## config.mk

```make
export PLATFORM = sky130hd
export DESIGN_NAME = dma_resp_top
export DESIGN_NICKNAME = d
export VERILOG_FILES = /design/src/hdl/dma_noc_pkg.sv /design/src/hdl/dma_bus_pkg.sv /design/src/hdl/dma_packet_buffer.sv /design/src/hdl/dma_resp_parser.sv /design/src/hdl/dma_ahb_writer.sv /design/src/hdl/dma_resp_top.sv
export VERILOG_INCLUDE_DIRS = /design/src /design/src/hdl
export SDC_FILE = /design/constraint.sdc
export NUM_CORES = 1
export LEC_CHECK = 0
export ABC_AREA = 1
export BUFFER_PORTS_ARGS = -buffer_cell sky130_fd_sc_hd__buf_4
export CORE_ASPECT_RATIO = 0.5
export CORE_UTILIZATION = 55
export CTS_CLUSTER_SIZE = 28
export DETAILED_ROUTE_END_ITERATION = 12
export GPL_TIMING_DRIVEN = 0
export PLACE_DENSITY = 0.78
export SYNTH_ARGS = -nofsm -noshare
export SYNTH_HDL_FRONTEND = slang
export SYNTH_SLANG_ARGS = --single-unit
```

## constraint.sdc

```tcl
create_clock -name clk -period 4.6 [get_ports clk]
set_input_delay 0.23 -clock clk [delete_from_list [all_inputs] [get_ports clk]]
set_output_delay 0.23 -clock clk [all_outputs]
set_load 0.005 [all_outputs]
```

## src/hdl/dma_config.svh

```systemverilog
// Flit layout, header field positions, request table size and buffer depth
`ifndef DMA_CONFIG_SVH
`define DMA_CONFIG_SVH

////////////////////
// Flit layout
////////////////////

// Two flit type bits above 32 content bits
`define DMA_FLIT_WIDTH    34
`define DMA_FLIT_TYPE_MSB 33
`define DMA_FLIT_TYPE_LSB 32
`define DMA_CONTENT_MSB   31
`define DMA_CONTENT_LSB   0

////////////////////
// Header fields
////////////////////

// Positions inside the content of a header flit
`define DMA_PKT_TYPE_MSB  12
`define DMA_PKT_TYPE_LSB  11
`define DMA_PKT_ID_MSB    18
`define DMA_PKT_ID_LSB    17
// Set on the final response packet of a request
`define DMA_PKT_RESP_LAST 19

////////////////////
// Sizes
////////////////////

`define DMA_TABLE_ENTRIES 4
// Power of two
`define DMA_BUF_DEPTH     16

`endif

```

## src/hdl/dma_noc_pkg.sv

```systemverilog
// NoC side types: flit, flit type, packet type and request table slot id
`include "dma_config.svh"

package dma_noc_pkg;

  ////////////////////
  // Flits
  ////////////////////

  // Type bits on top, content below
  typedef logic [`DMA_FLIT_WIDTH-1:0] flit_t;

  // Flit position within a packet
  typedef enum logic [1:0] {
    FLIT_MIDDLE = 2'b00,
    FLIT_HEADER = 2'b01,
    FLIT_LAST   = 2'b10,
    // Header and last in one flit
    FLIT_SINGLE = 2'b11
  } flit_type_e;

  ////////////////////
  // Packets
  ////////////////////

  // Response kinds seen on the receive side
  typedef enum logic [1:0] {
    PKT_OTHER    = 2'b00,
    PKT_L2R_RESP = 2'b10,
    PKT_R2L_RESP = 2'b11
  } pkt_type_e;

  // Index into the request table
  typedef logic [$clog2(`DMA_TABLE_ENTRIES)-1:0] slot_id_t;

endpackage

```

## src/hdl/dma_bus_pkg.sv

```systemverilog
// Bus side types: address, data word and AHB-Lite transfer and burst encodings
package dma_bus_pkg;

  typedef logic [31:0] addr_t;
  typedef logic [31:0] word_t;

  // AHB transfer types, BUSY never issued
  typedef enum logic [1:0] {
    HTRANS_IDLE   = 2'b00,
    HTRANS_NONSEQ = 2'b10,
    HTRANS_SEQ    = 2'b11
  } htrans_e;

  // Only single and undefined length incrementing bursts
  typedef enum logic [2:0] {
    HBURST_SINGLE = 3'b000,
    HBURST_INCR   = 3'b001
  } hburst_e;

  // 32 bit transfers only
  localparam logic [2:0] HSIZE_WORD = 3'b010;

  // Privileged data access, not bufferable or cacheable
  localparam logic [3:0] HPROT_DATA = 4'b0011;

endpackage

```

## src/hdl/dma_packet_buffer.sv

```systemverilog
// Flit FIFO with a registered head stage between the NoC input and the parser
`timescale 1ns/1ps
`include "dma_config.svh"

module dma_packet_buffer
  import dma_noc_pkg::*;
#(
  parameter int DEPTH = `DMA_BUF_DEPTH
) (
  input  logic  clk,
  input  logic  rst,
  input  flit_t in_flit,
  input  logic  in_valid,
  output logic  in_ready,
  output flit_t out_flit,
  output logic  out_valid,
  input  logic  out_ready
);

  localparam int PTR_W = $clog2(DEPTH);
  localparam int CNT_W = $clog2(DEPTH + 1);

  // Storage behind the head register, never more than DEPTH-1 used
  flit_t            mem [DEPTH];
  logic [PTR_W-1:0] wr_ptr;
  logic [PTR_W-1:0] rd_ptr;
  // Total occupancy, head register included
  logic [CNT_W-1:0] count;
  flit_t            head_q;
  logic             head_valid;
  logic             push;
  logic             pop;
  logic             load;
  logic             mem_empty;
  logic             bypass;

  assign in_ready  = (count != CNT_W'(DEPTH));
  assign push      = in_valid && in_ready;
  assign pop       = head_valid && out_ready;
  // Pointers only meet when storage is empty
  assign mem_empty = (rd_ptr == wr_ptr);
  // Head free or leaving this cycle
  assign load      = !head_valid || pop;
  // Straight into the head when nothing is queued
  assign bypass    = load && mem_empty && push;

  assign out_flit  = head_q;
  assign out_valid = head_valid;

  ////////////////////
  // Datapath
  ////////////////////

  always_ff @(posedge clk) begin
    if (push && !bypass) begin
      mem[wr_ptr] <= in_flit;
    end
  end

  // Oldest queued flit has priority over the incoming one
  always_ff @(posedge clk) begin
    if (load) begin
      if (!mem_empty) begin
        head_q <= mem[rd_ptr];
      end else if (push) begin
        head_q <= in_flit;
      end
    end
  end

  ////////////////////
  // Control
  ////////////////////

  always_ff @(posedge clk) begin
    if (rst) begin
      wr_ptr     <= '0;
      rd_ptr     <= '0;
      count      <= '0;
      head_valid <= 1'b0;
    end else begin
      if (push && !bypass) begin
        wr_ptr <= wr_ptr + PTR_W'(1);
      end
      if (load && !mem_empty) begin
        rd_ptr <= rd_ptr + PTR_W'(1);
      end
      if (load) begin
        head_valid <= !mem_empty || push;
      end
      count <= count + CNT_W'(push) - CNT_W'(pop);
    end
  end

endmodule

```

## src/hdl/dma_resp_parser.sv

```systemverilog
// Response parser FSM turning data flits into write beats and L2R headers into notify tokens
`timescale 1ns/1ps
`include "dma_config.svh"

module dma_resp_parser
  import dma_noc_pkg::*;
  import dma_bus_pkg::*;
(
  input  logic     clk,
  input  logic     rst,
  input  flit_t    buf_flit,
  input  logic     buf_valid,
  output logic     buf_ready,
  output logic     beat_valid,
  input  logic     beat_ready,
  output addr_t    beat_addr,
  output word_t    beat_data,
  output logic     beat_first,
  output logic     beat_write,
  output logic     beat_done,
  output slot_id_t beat_done_id
);

  typedef enum logic [1:0] {
    ST_IDLE,
    ST_GET_SIZE,
    ST_GET_ADDR,
    ST_DATA
  } state_e;

  state_e     state;
  state_e     state_nxt;
  // Latched from the header
  slot_id_t   id_q;
  logic       resp_last_q;
  // Next write address
  addr_t      addr_q;
  logic       first_q;
  flit_type_e flit_type;
  pkt_type_e  pkt_type;
  logic       is_header;
  logic       is_last;
  logic       take;

  assign flit_type = flit_type_e'(buf_flit[`DMA_FLIT_TYPE_MSB:`DMA_FLIT_TYPE_LSB]);
  assign pkt_type  = pkt_type_e'(buf_flit[`DMA_PKT_TYPE_MSB:`DMA_PKT_TYPE_LSB]);
  assign is_header = (flit_type == FLIT_HEADER) || (flit_type == FLIT_SINGLE);
  assign is_last   = (flit_type == FLIT_LAST) || (flit_type == FLIT_SINGLE);
  assign take      = buf_valid && buf_ready;

  assign beat_addr  = addr_q;
  assign beat_data  = word_t'(buf_flit[`DMA_CONTENT_MSB:`DMA_CONTENT_LSB]);
  assign beat_first = first_q;

  ////////////////////
  // Next state
  ////////////////////

  always_comb begin
    state_nxt    = state;
    buf_ready    = 1'b0;
    beat_valid   = 1'b0;
    beat_write   = 1'b1;
    beat_done    = 1'b0;
    beat_done_id = id_q;
    case (state)
      ST_IDLE: begin
        if (buf_valid && is_header && (pkt_type == PKT_L2R_RESP)) begin
          // Ack only, completion token straight from the head flit
          beat_valid   = 1'b1;
          beat_write   = 1'b0;
          beat_done    = 1'b1;
          beat_done_id = slot_id_t'(buf_flit[`DMA_PKT_ID_MSB:`DMA_PKT_ID_LSB]);
          buf_ready    = beat_ready;
        end else begin
          // Stray payload flits and unknown headers fall through here
          buf_ready = 1'b1;
          if (buf_valid && is_header && (pkt_type == PKT_R2L_RESP)) begin
            state_nxt = ST_GET_SIZE;
          end
        end
      end
      ST_GET_SIZE: begin
        // Length comes from the last flit instead
        buf_ready = 1'b1;
        if (buf_valid) begin
          state_nxt = ST_GET_ADDR;
        end
      end
      ST_GET_ADDR: begin
        buf_ready = 1'b1;
        if (buf_valid) begin
          state_nxt = ST_DATA;
        end
      end
      ST_DATA: begin
        beat_valid = buf_valid;
        beat_done  = is_last && resp_last_q;
        buf_ready  = beat_ready;
        if (take && is_last) begin
          state_nxt = ST_IDLE;
        end
      end
      default: state_nxt = ST_IDLE;
    endcase
  end

  ////////////////////
  // Registers
  ////////////////////

  always_ff @(posedge clk) begin
    if (rst) begin
      state   <= ST_IDLE;
      first_q <= 1'b0;
    end else begin
      state <= state_nxt;
      if (take && (state == ST_GET_ADDR)) begin
        first_q <= 1'b1;
      end else if (take && (state == ST_DATA)) begin
        first_q <= 1'b0;
      end
    end
  end

  always_ff @(posedge clk) begin
    if (take) begin
      case (state)
        ST_IDLE: begin
          id_q        <= slot_id_t'(buf_flit[`DMA_PKT_ID_MSB:`DMA_PKT_ID_LSB]);
          resp_last_q <= buf_flit[`DMA_PKT_RESP_LAST];
        end
        ST_GET_ADDR: addr_q <= addr_t'(buf_flit[`DMA_CONTENT_MSB:`DMA_CONTENT_LSB]);
        // Word steps
        ST_DATA:     addr_q <= addr_q + addr_t'(4);
        default: ;
      endcase
    end
  end

endmodule

```

## src/hdl/dma_ahb_writer.sv

```systemverilog
// Pipelined AHB-Lite write master with in-order completion reporting
`timescale 1ns/1ps

module dma_ahb_writer
  import dma_noc_pkg::*;
  import dma_bus_pkg::*;
(
  input  logic       clk,
  input  logic       rst,
  input  logic       beat_valid,
  output logic       beat_ready,
  input  addr_t      beat_addr,
  input  word_t      beat_data,
  input  logic       beat_first,
  input  logic       beat_write,
  input  logic       beat_done,
  input  slot_id_t   beat_done_id,
  output logic       hsel,
  output addr_t      haddr,
  output htrans_e    htrans,
  output logic       hwrite,
  output logic [2:0] hsize,
  output hburst_e    hburst,
  output logic [3:0] hprot,
  output word_t      hwdata,
  input  logic       hready,
  output logic       done_en,
  output slot_id_t   done_pos
);

  // Address phase stage
  logic     ap_valid;
  addr_t    ap_addr;
  word_t    ap_data;
  logic     ap_first;
  logic     ap_done;
  slot_id_t ap_id;
  // Data phase stage
  logic     dp_valid;
  word_t    dp_data;
  logic     dp_done;
  slot_id_t dp_id;
  logic     ap_free;
  logic     write_take;
  logic     notify_take;
  logic     dp_retire;

  // Address slot empty or handing over on this edge
  assign ap_free     = !ap_valid || hready;
  // Tokens wait for both stages to drain
  assign beat_ready  = beat_write ? ap_free : (!ap_valid && !dp_valid);
  assign write_take  = beat_valid && beat_write && ap_free;
  assign notify_take = beat_valid && !beat_write && !ap_valid && !dp_valid;
  assign dp_retire   = dp_valid && hready;

  ////////////////////
  // Bus outputs
  ////////////////////

  assign hsel   = ap_valid;
  assign haddr  = ap_addr;
  assign hwrite = ap_valid;
  assign hsize  = HSIZE_WORD;
  assign hprot  = HPROT_DATA;
  assign hwdata = dp_data;

  // NONSEQ opens each packet, SEQ for the rest
  always_comb begin
    if (!ap_valid) begin
      htrans = HTRANS_IDLE;
      hburst = HBURST_SINGLE;
    end else begin
      htrans = ap_first ? HTRANS_NONSEQ : HTRANS_SEQ;
      hburst = HBURST_INCR;
    end
  end

  ////////////////////
  // Pipeline
  ////////////////////

  always_ff @(posedge clk) begin
    if (rst) begin
      ap_valid <= 1'b0;
      dp_valid <= 1'b0;
      done_en  <= 1'b0;
    end else begin
      if (write_take) begin
        ap_valid <= 1'b1;
      end else if (hready) begin
        ap_valid <= 1'b0;
      end
      // Both phases advance on the same hready
      if (hready) begin
        dp_valid <= ap_valid;
      end
      done_en <= (dp_retire && dp_done) || notify_take;
    end
  end

  always_ff @(posedge clk) begin
    if (write_take) begin
      ap_addr  <= beat_addr;
      ap_data  <= beat_data;
      ap_first <= beat_first;
      ap_done  <= beat_done;
      ap_id    <= beat_done_id;
    end
    if (hready) begin
      dp_data <= ap_data;
      dp_done <= ap_done;
      dp_id   <= ap_id;
    end
    // Never both, a token needs an empty data stage
    if (notify_take) begin
      done_pos <= beat_done_id;
    end else if (dp_retire) begin
      done_pos <= dp_id;
    end
  end

endmodule

```

## src/hdl/dma_resp_top.sv

```systemverilog
// Receive side top level: packet buffer, response parser and AHB write master
`timescale 1ns/1ps
`include "dma_config.svh"

module dma_resp_top
  import dma_noc_pkg::*;
  import dma_bus_pkg::*;
(
  input  logic       clk,
  input  logic       rst,
  input  flit_t      noc_flit,
  input  logic       noc_valid,
  output logic       noc_ready,
  output logic       hsel,
  output addr_t      haddr,
  output htrans_e    htrans,
  output logic       hwrite,
  output logic [2:0] hsize,
  output hburst_e    hburst,
  output logic [3:0] hprot,
  output word_t      hwdata,
  input  logic       hready,
  output logic       done_en,
  output slot_id_t   done_pos
);

  // Buffer to parser
  flit_t    buf_flit;
  logic     buf_valid;
  logic     buf_ready;
  // Parser to writer
  logic     beat_valid;
  logic     beat_ready;
  addr_t    beat_addr;
  word_t    beat_data;
  logic     beat_first;
  logic     beat_write;
  logic     beat_done;
  slot_id_t beat_done_id;

  dma_packet_buffer #(
    .DEPTH(`DMA_BUF_DEPTH)
  ) u_buffer (
    .clk      (clk),
    .rst      (rst),
    .in_flit  (noc_flit),
    .in_valid (noc_valid),
    .in_ready (noc_ready),
    .out_flit (buf_flit),
    .out_valid(buf_valid),
    .out_ready(buf_ready)
  );

  dma_resp_parser u_parser (
    .clk         (clk),
    .rst         (rst),
    .buf_flit    (buf_flit),
    .buf_valid   (buf_valid),
    .buf_ready   (buf_ready),
    .beat_valid  (beat_valid),
    .beat_ready  (beat_ready),
    .beat_addr   (beat_addr),
    .beat_data   (beat_data),
    .beat_first  (beat_first),
    .beat_write  (beat_write),
    .beat_done   (beat_done),
    .beat_done_id(beat_done_id)
  );

  dma_ahb_writer u_writer (
    .clk         (clk),
    .rst         (rst),
    .beat_valid  (beat_valid),
    .beat_ready  (beat_ready),
    .beat_addr   (beat_addr),
    .beat_data   (beat_data),
    .beat_first  (beat_first),
    .beat_write  (beat_write),
    .beat_done   (beat_done),
    .beat_done_id(beat_done_id),
    .hsel        (hsel),
    .haddr       (haddr),
    .htrans      (htrans),
    .hwrite      (hwrite),
    .hsize       (hsize),
    .hburst      (hburst),
    .hprot       (hprot),
    .hwdata      (hwdata),
    .hready      (hready),
    .done_en     (done_en),
    .done_pos    (done_pos)
  );

endmodule

```

==> impl_metrics.ini <==
[run_status]
status = complete, no violations

[pwr]
vdd_drop_max_mv = 0.380
power.density_nw_per_um2 = 586
p_switching_mw = 7.21
p_int_mw = 12.5
combPwrFrac = 0.305
p_seq_frac = 0.442
p_leak_nw = 11.3
switching_share = 0.365
p_clk_frac = 0.253

[timing]
rsz0062_at_grt = false
finClkSkew_ps = 21.0
hold_viol = 0
min_period_ps = 3160
fin_setup_tns_ps = 0
fin_crit_sh = 0.688
drv_slew = 0
whs_ps = 108
tightest_slew_ps = 1220
finalSetupViolCount = 0
slew_headroom = 0.185
worst_slack_ps = 1440
fmax_mhz = 316

[place]
hpwl_um = 53400
dp_slack_ps = 1500
port_buffers = 110
gp_congestion = 0.950

[grt]
grt_max_degree = 40
grt_pass1_wl_um = 119000
grt_usage = 0.301
overflow = 0
antenna_found_initial = 4
grt_pass1_vias = 19100

[setup_path]
crit_fanout = 21
crit_family = simple AND/OR/NAND/NOR gates
critPathBufInv = 4
max_stage_delay_ps = 790
slowest_stage = nor2_4
cp-start-kind = flop
timing.rr.start = u_parser.state[0]
rrSetupSlack_ps = 1440
arrival_ps = 3470
r2r-end = u_buffer.mem[8][22]
cp_cell_sequence = inv_1 > ha_1 > inv_1 > nor2_1 > a21oi_1 > nand3_2 > nand2_2 > nand2_4 > clkinv_4 > nand2_4 > nor2_4 > buf_16
endpoint_kind = flop
rr_worst_depth = 12
worstPathRequired_ps = 4910
critPathKind = reg2reg

[cells_and_area]
nNetsFinal = 2449
drive_gt1_frac = 0.129
final_cell_mix = edfxtp_1 (718), nor2_1 (389), o21ai_0 (293)
layout_commonest_cell = edfxtp_1
area_delta_synth_final_pct = 15.2
n_antenna_cell = 0
finish.utilization = 0.646

[yosys]
syn_avg_cell_area_um2 = 13.5
async_flop_share = 0
synth_area_um2 = 29200
ys_ff_latch = 742
yosysUniqueCellTypes = 43
netlist_instances = 2159
yosys_warnings = 0
ys_seq_area_frac = 0.754
ys.flop_type = edfxtp_1
synth_edf_count = 718

[route]
drc = 0
vias_per_cell = 6.42
wl_um = 82700
dr.pass1.iters = 7
drt-initial-drc-count = 3563
ant_nets = 0
wire_per_inst_um = 26.4
num_vias = 20200

[cts]
cts_max_level = 2
cts_resized = 0
cts_sinks = 742
cts_tree = yes
clkLatencyLatePin_ps = 620
cts_root_buf = clkbuf_16
post_cts_buffers = 0
postCtsHoldBufs = 35
numCtsBuffers = 61
clkTransAtPathRegs_ps = 70
max-clock-path-buffers = 3

[flow_run]
cap_violations = 0

[min_path]
hold_end = u_buffer.wr_ptr[2]
hold_path.class = in2reg
hold_depth = 5
holdCritStartpoint = noc_valid

[die]
rows = 59
die_h_um = 165
dieArea_um2 = 54100
core-area_um2 = 52200
start_util = 0.560
pin_count = 120
die_x_um = 328
==> worst max path at each step <==
stage,from,end,slack (ps),cells after the start
floorplan,u_parser.state[0],u_writer.ap_data[0],320,5
global placement,hready,u_writer.ap_data[26],-960,5
detailed placement,u_parser.state[1],u_buffer.mem[8][22],1500,12
CTS,u_parser.state[0],u_buffer.mem[8][11],1490,12
global route,u_parser.state[1],u_buffer.count[4],1240,17
finish,u_parser.state[0],u_buffer.mem[8][22],1440,12
==> flip-flops by register name, summed over array words and instances (netlist names), 4 cells and up, named ones only <==
| signal | count |
|---|---|
| u_buffer.mem | 544 |
| u_writer.ap_data | 32 |
| u_buffer.wr_ptr | 4 |
| u_writer.haddr | 32 |
| u_buffer.count | 5 |
| u_buffer.rd_ptr | 4 |
| u_buffer.out_flit | 34 |
| u_parser.beat_addr | 32 |
| u_writer.hwdata | 32 |
==> stage by stage <==
stage | total power [mW] | cells | area [um2]
6_report | 19.7 | 3138 | 33700
5_1_grt | 20.2 | 3138 | 33700
4_1_cts | 19.3 | 3138 | 33700
3_5_place_dp | 14.5 | 2995 | 31500
3_3_place_gp | 14.2 | 2977 | 31000
2_1_floorplan | 11.9 | 2166 | 29300
==> synth_stat cells, types with 3 or more instances <==
master,number,share of area
edfxtp_1,718,0.74
nor2_1,406,0.052
o21ai_0,294,0.050
nand2_1,135,0.017
o221ai_1,101,0.030
clkbuf_1,78,0.010
nand3_1,67,0.011
inv_1,51,0.0065
a31oi_1,40,0.0086
o22ai_1,34,0.0073
buf_2,26,0.0045
dfxtp_1,24,0.016
a21oi_1,23,0.0039
o21ai_1,22,0.0038
xor2_1,22,0.0066
buf_4,21,0.0054
ha_1,18,0.0077
nand4_1,11,0.0024
buf_6,8,0.0031
nor3_1,7,0.0012
inv_2,6,0.00077
nand2_2,5,0.0011
nand2_4,5,0.0019
nor4_1,5,0.0011
nor2_2,4,0.00086
or2_0,3,0.00064
==> logic make-up (layout without fill, tap and decap cells) <==
group / count (synthesis) / after routing / synth area share
flip-flops: 742 / 742 / 0.754
AND/OR/NAND/NOR: 660 / 660 / 0.0940
AO/OA/AOI/OAI: 515 / 515 / 0.104
buffers and inverters: 197 / 468 / 0.0318
XOR/XNOR: 24 / 24 / 0.00719
adder cells (fa/ha/maj): 19 / 19 / 0.00839
other: 2 / 9 / 0.000257
==> tightest hold or removal path, cell delays in order <==
cell,delay (ps)
buf_4,110
nand2_1,50
inv_1,110
nand3_1,110
a21oi_1,60
==> cell type report <==
type                    count  area, um2
clock inverters            36        267
flip-flops and latches    742      22000
clock buffers              72       1570
well taps                 701        877
plain buffers             137        699
fillers                  3564      18500
repair buffers            163       1580
inverters                  60        230
multi-input cells        1227       6430
==> power groups by stage <==
| stage | Combinational (mW) | Sequential [mW] | Clock [mW] |
|---|---|---|---|
| finish | 6.03 | 8.72 | 4.99 |
| detailed placement | 5.60 | 8.85 | 0 |
| CTS | 5.68 | 8.71 | 4.96 |
| floorplan | 3.23 | 8.70 | 0 |
| global placement | 5.29 | 8.87 | 0 |
| global route | 6.25 | 8.77 | 5.22 |
==> metal layers <==
layer / global-route usage / up-vias / wire (um)
li1: - / 8469 / -
met1: 0.399 / 9579 / 29100
met2: 0.471 / 1809 / 37000
met3: 0.0944 / 292 / 13200
met4: 0.111 / 4 / 3270
met5: 0.0118 / - / 101
Note: power is estimated with default switching activity, not from simulation.
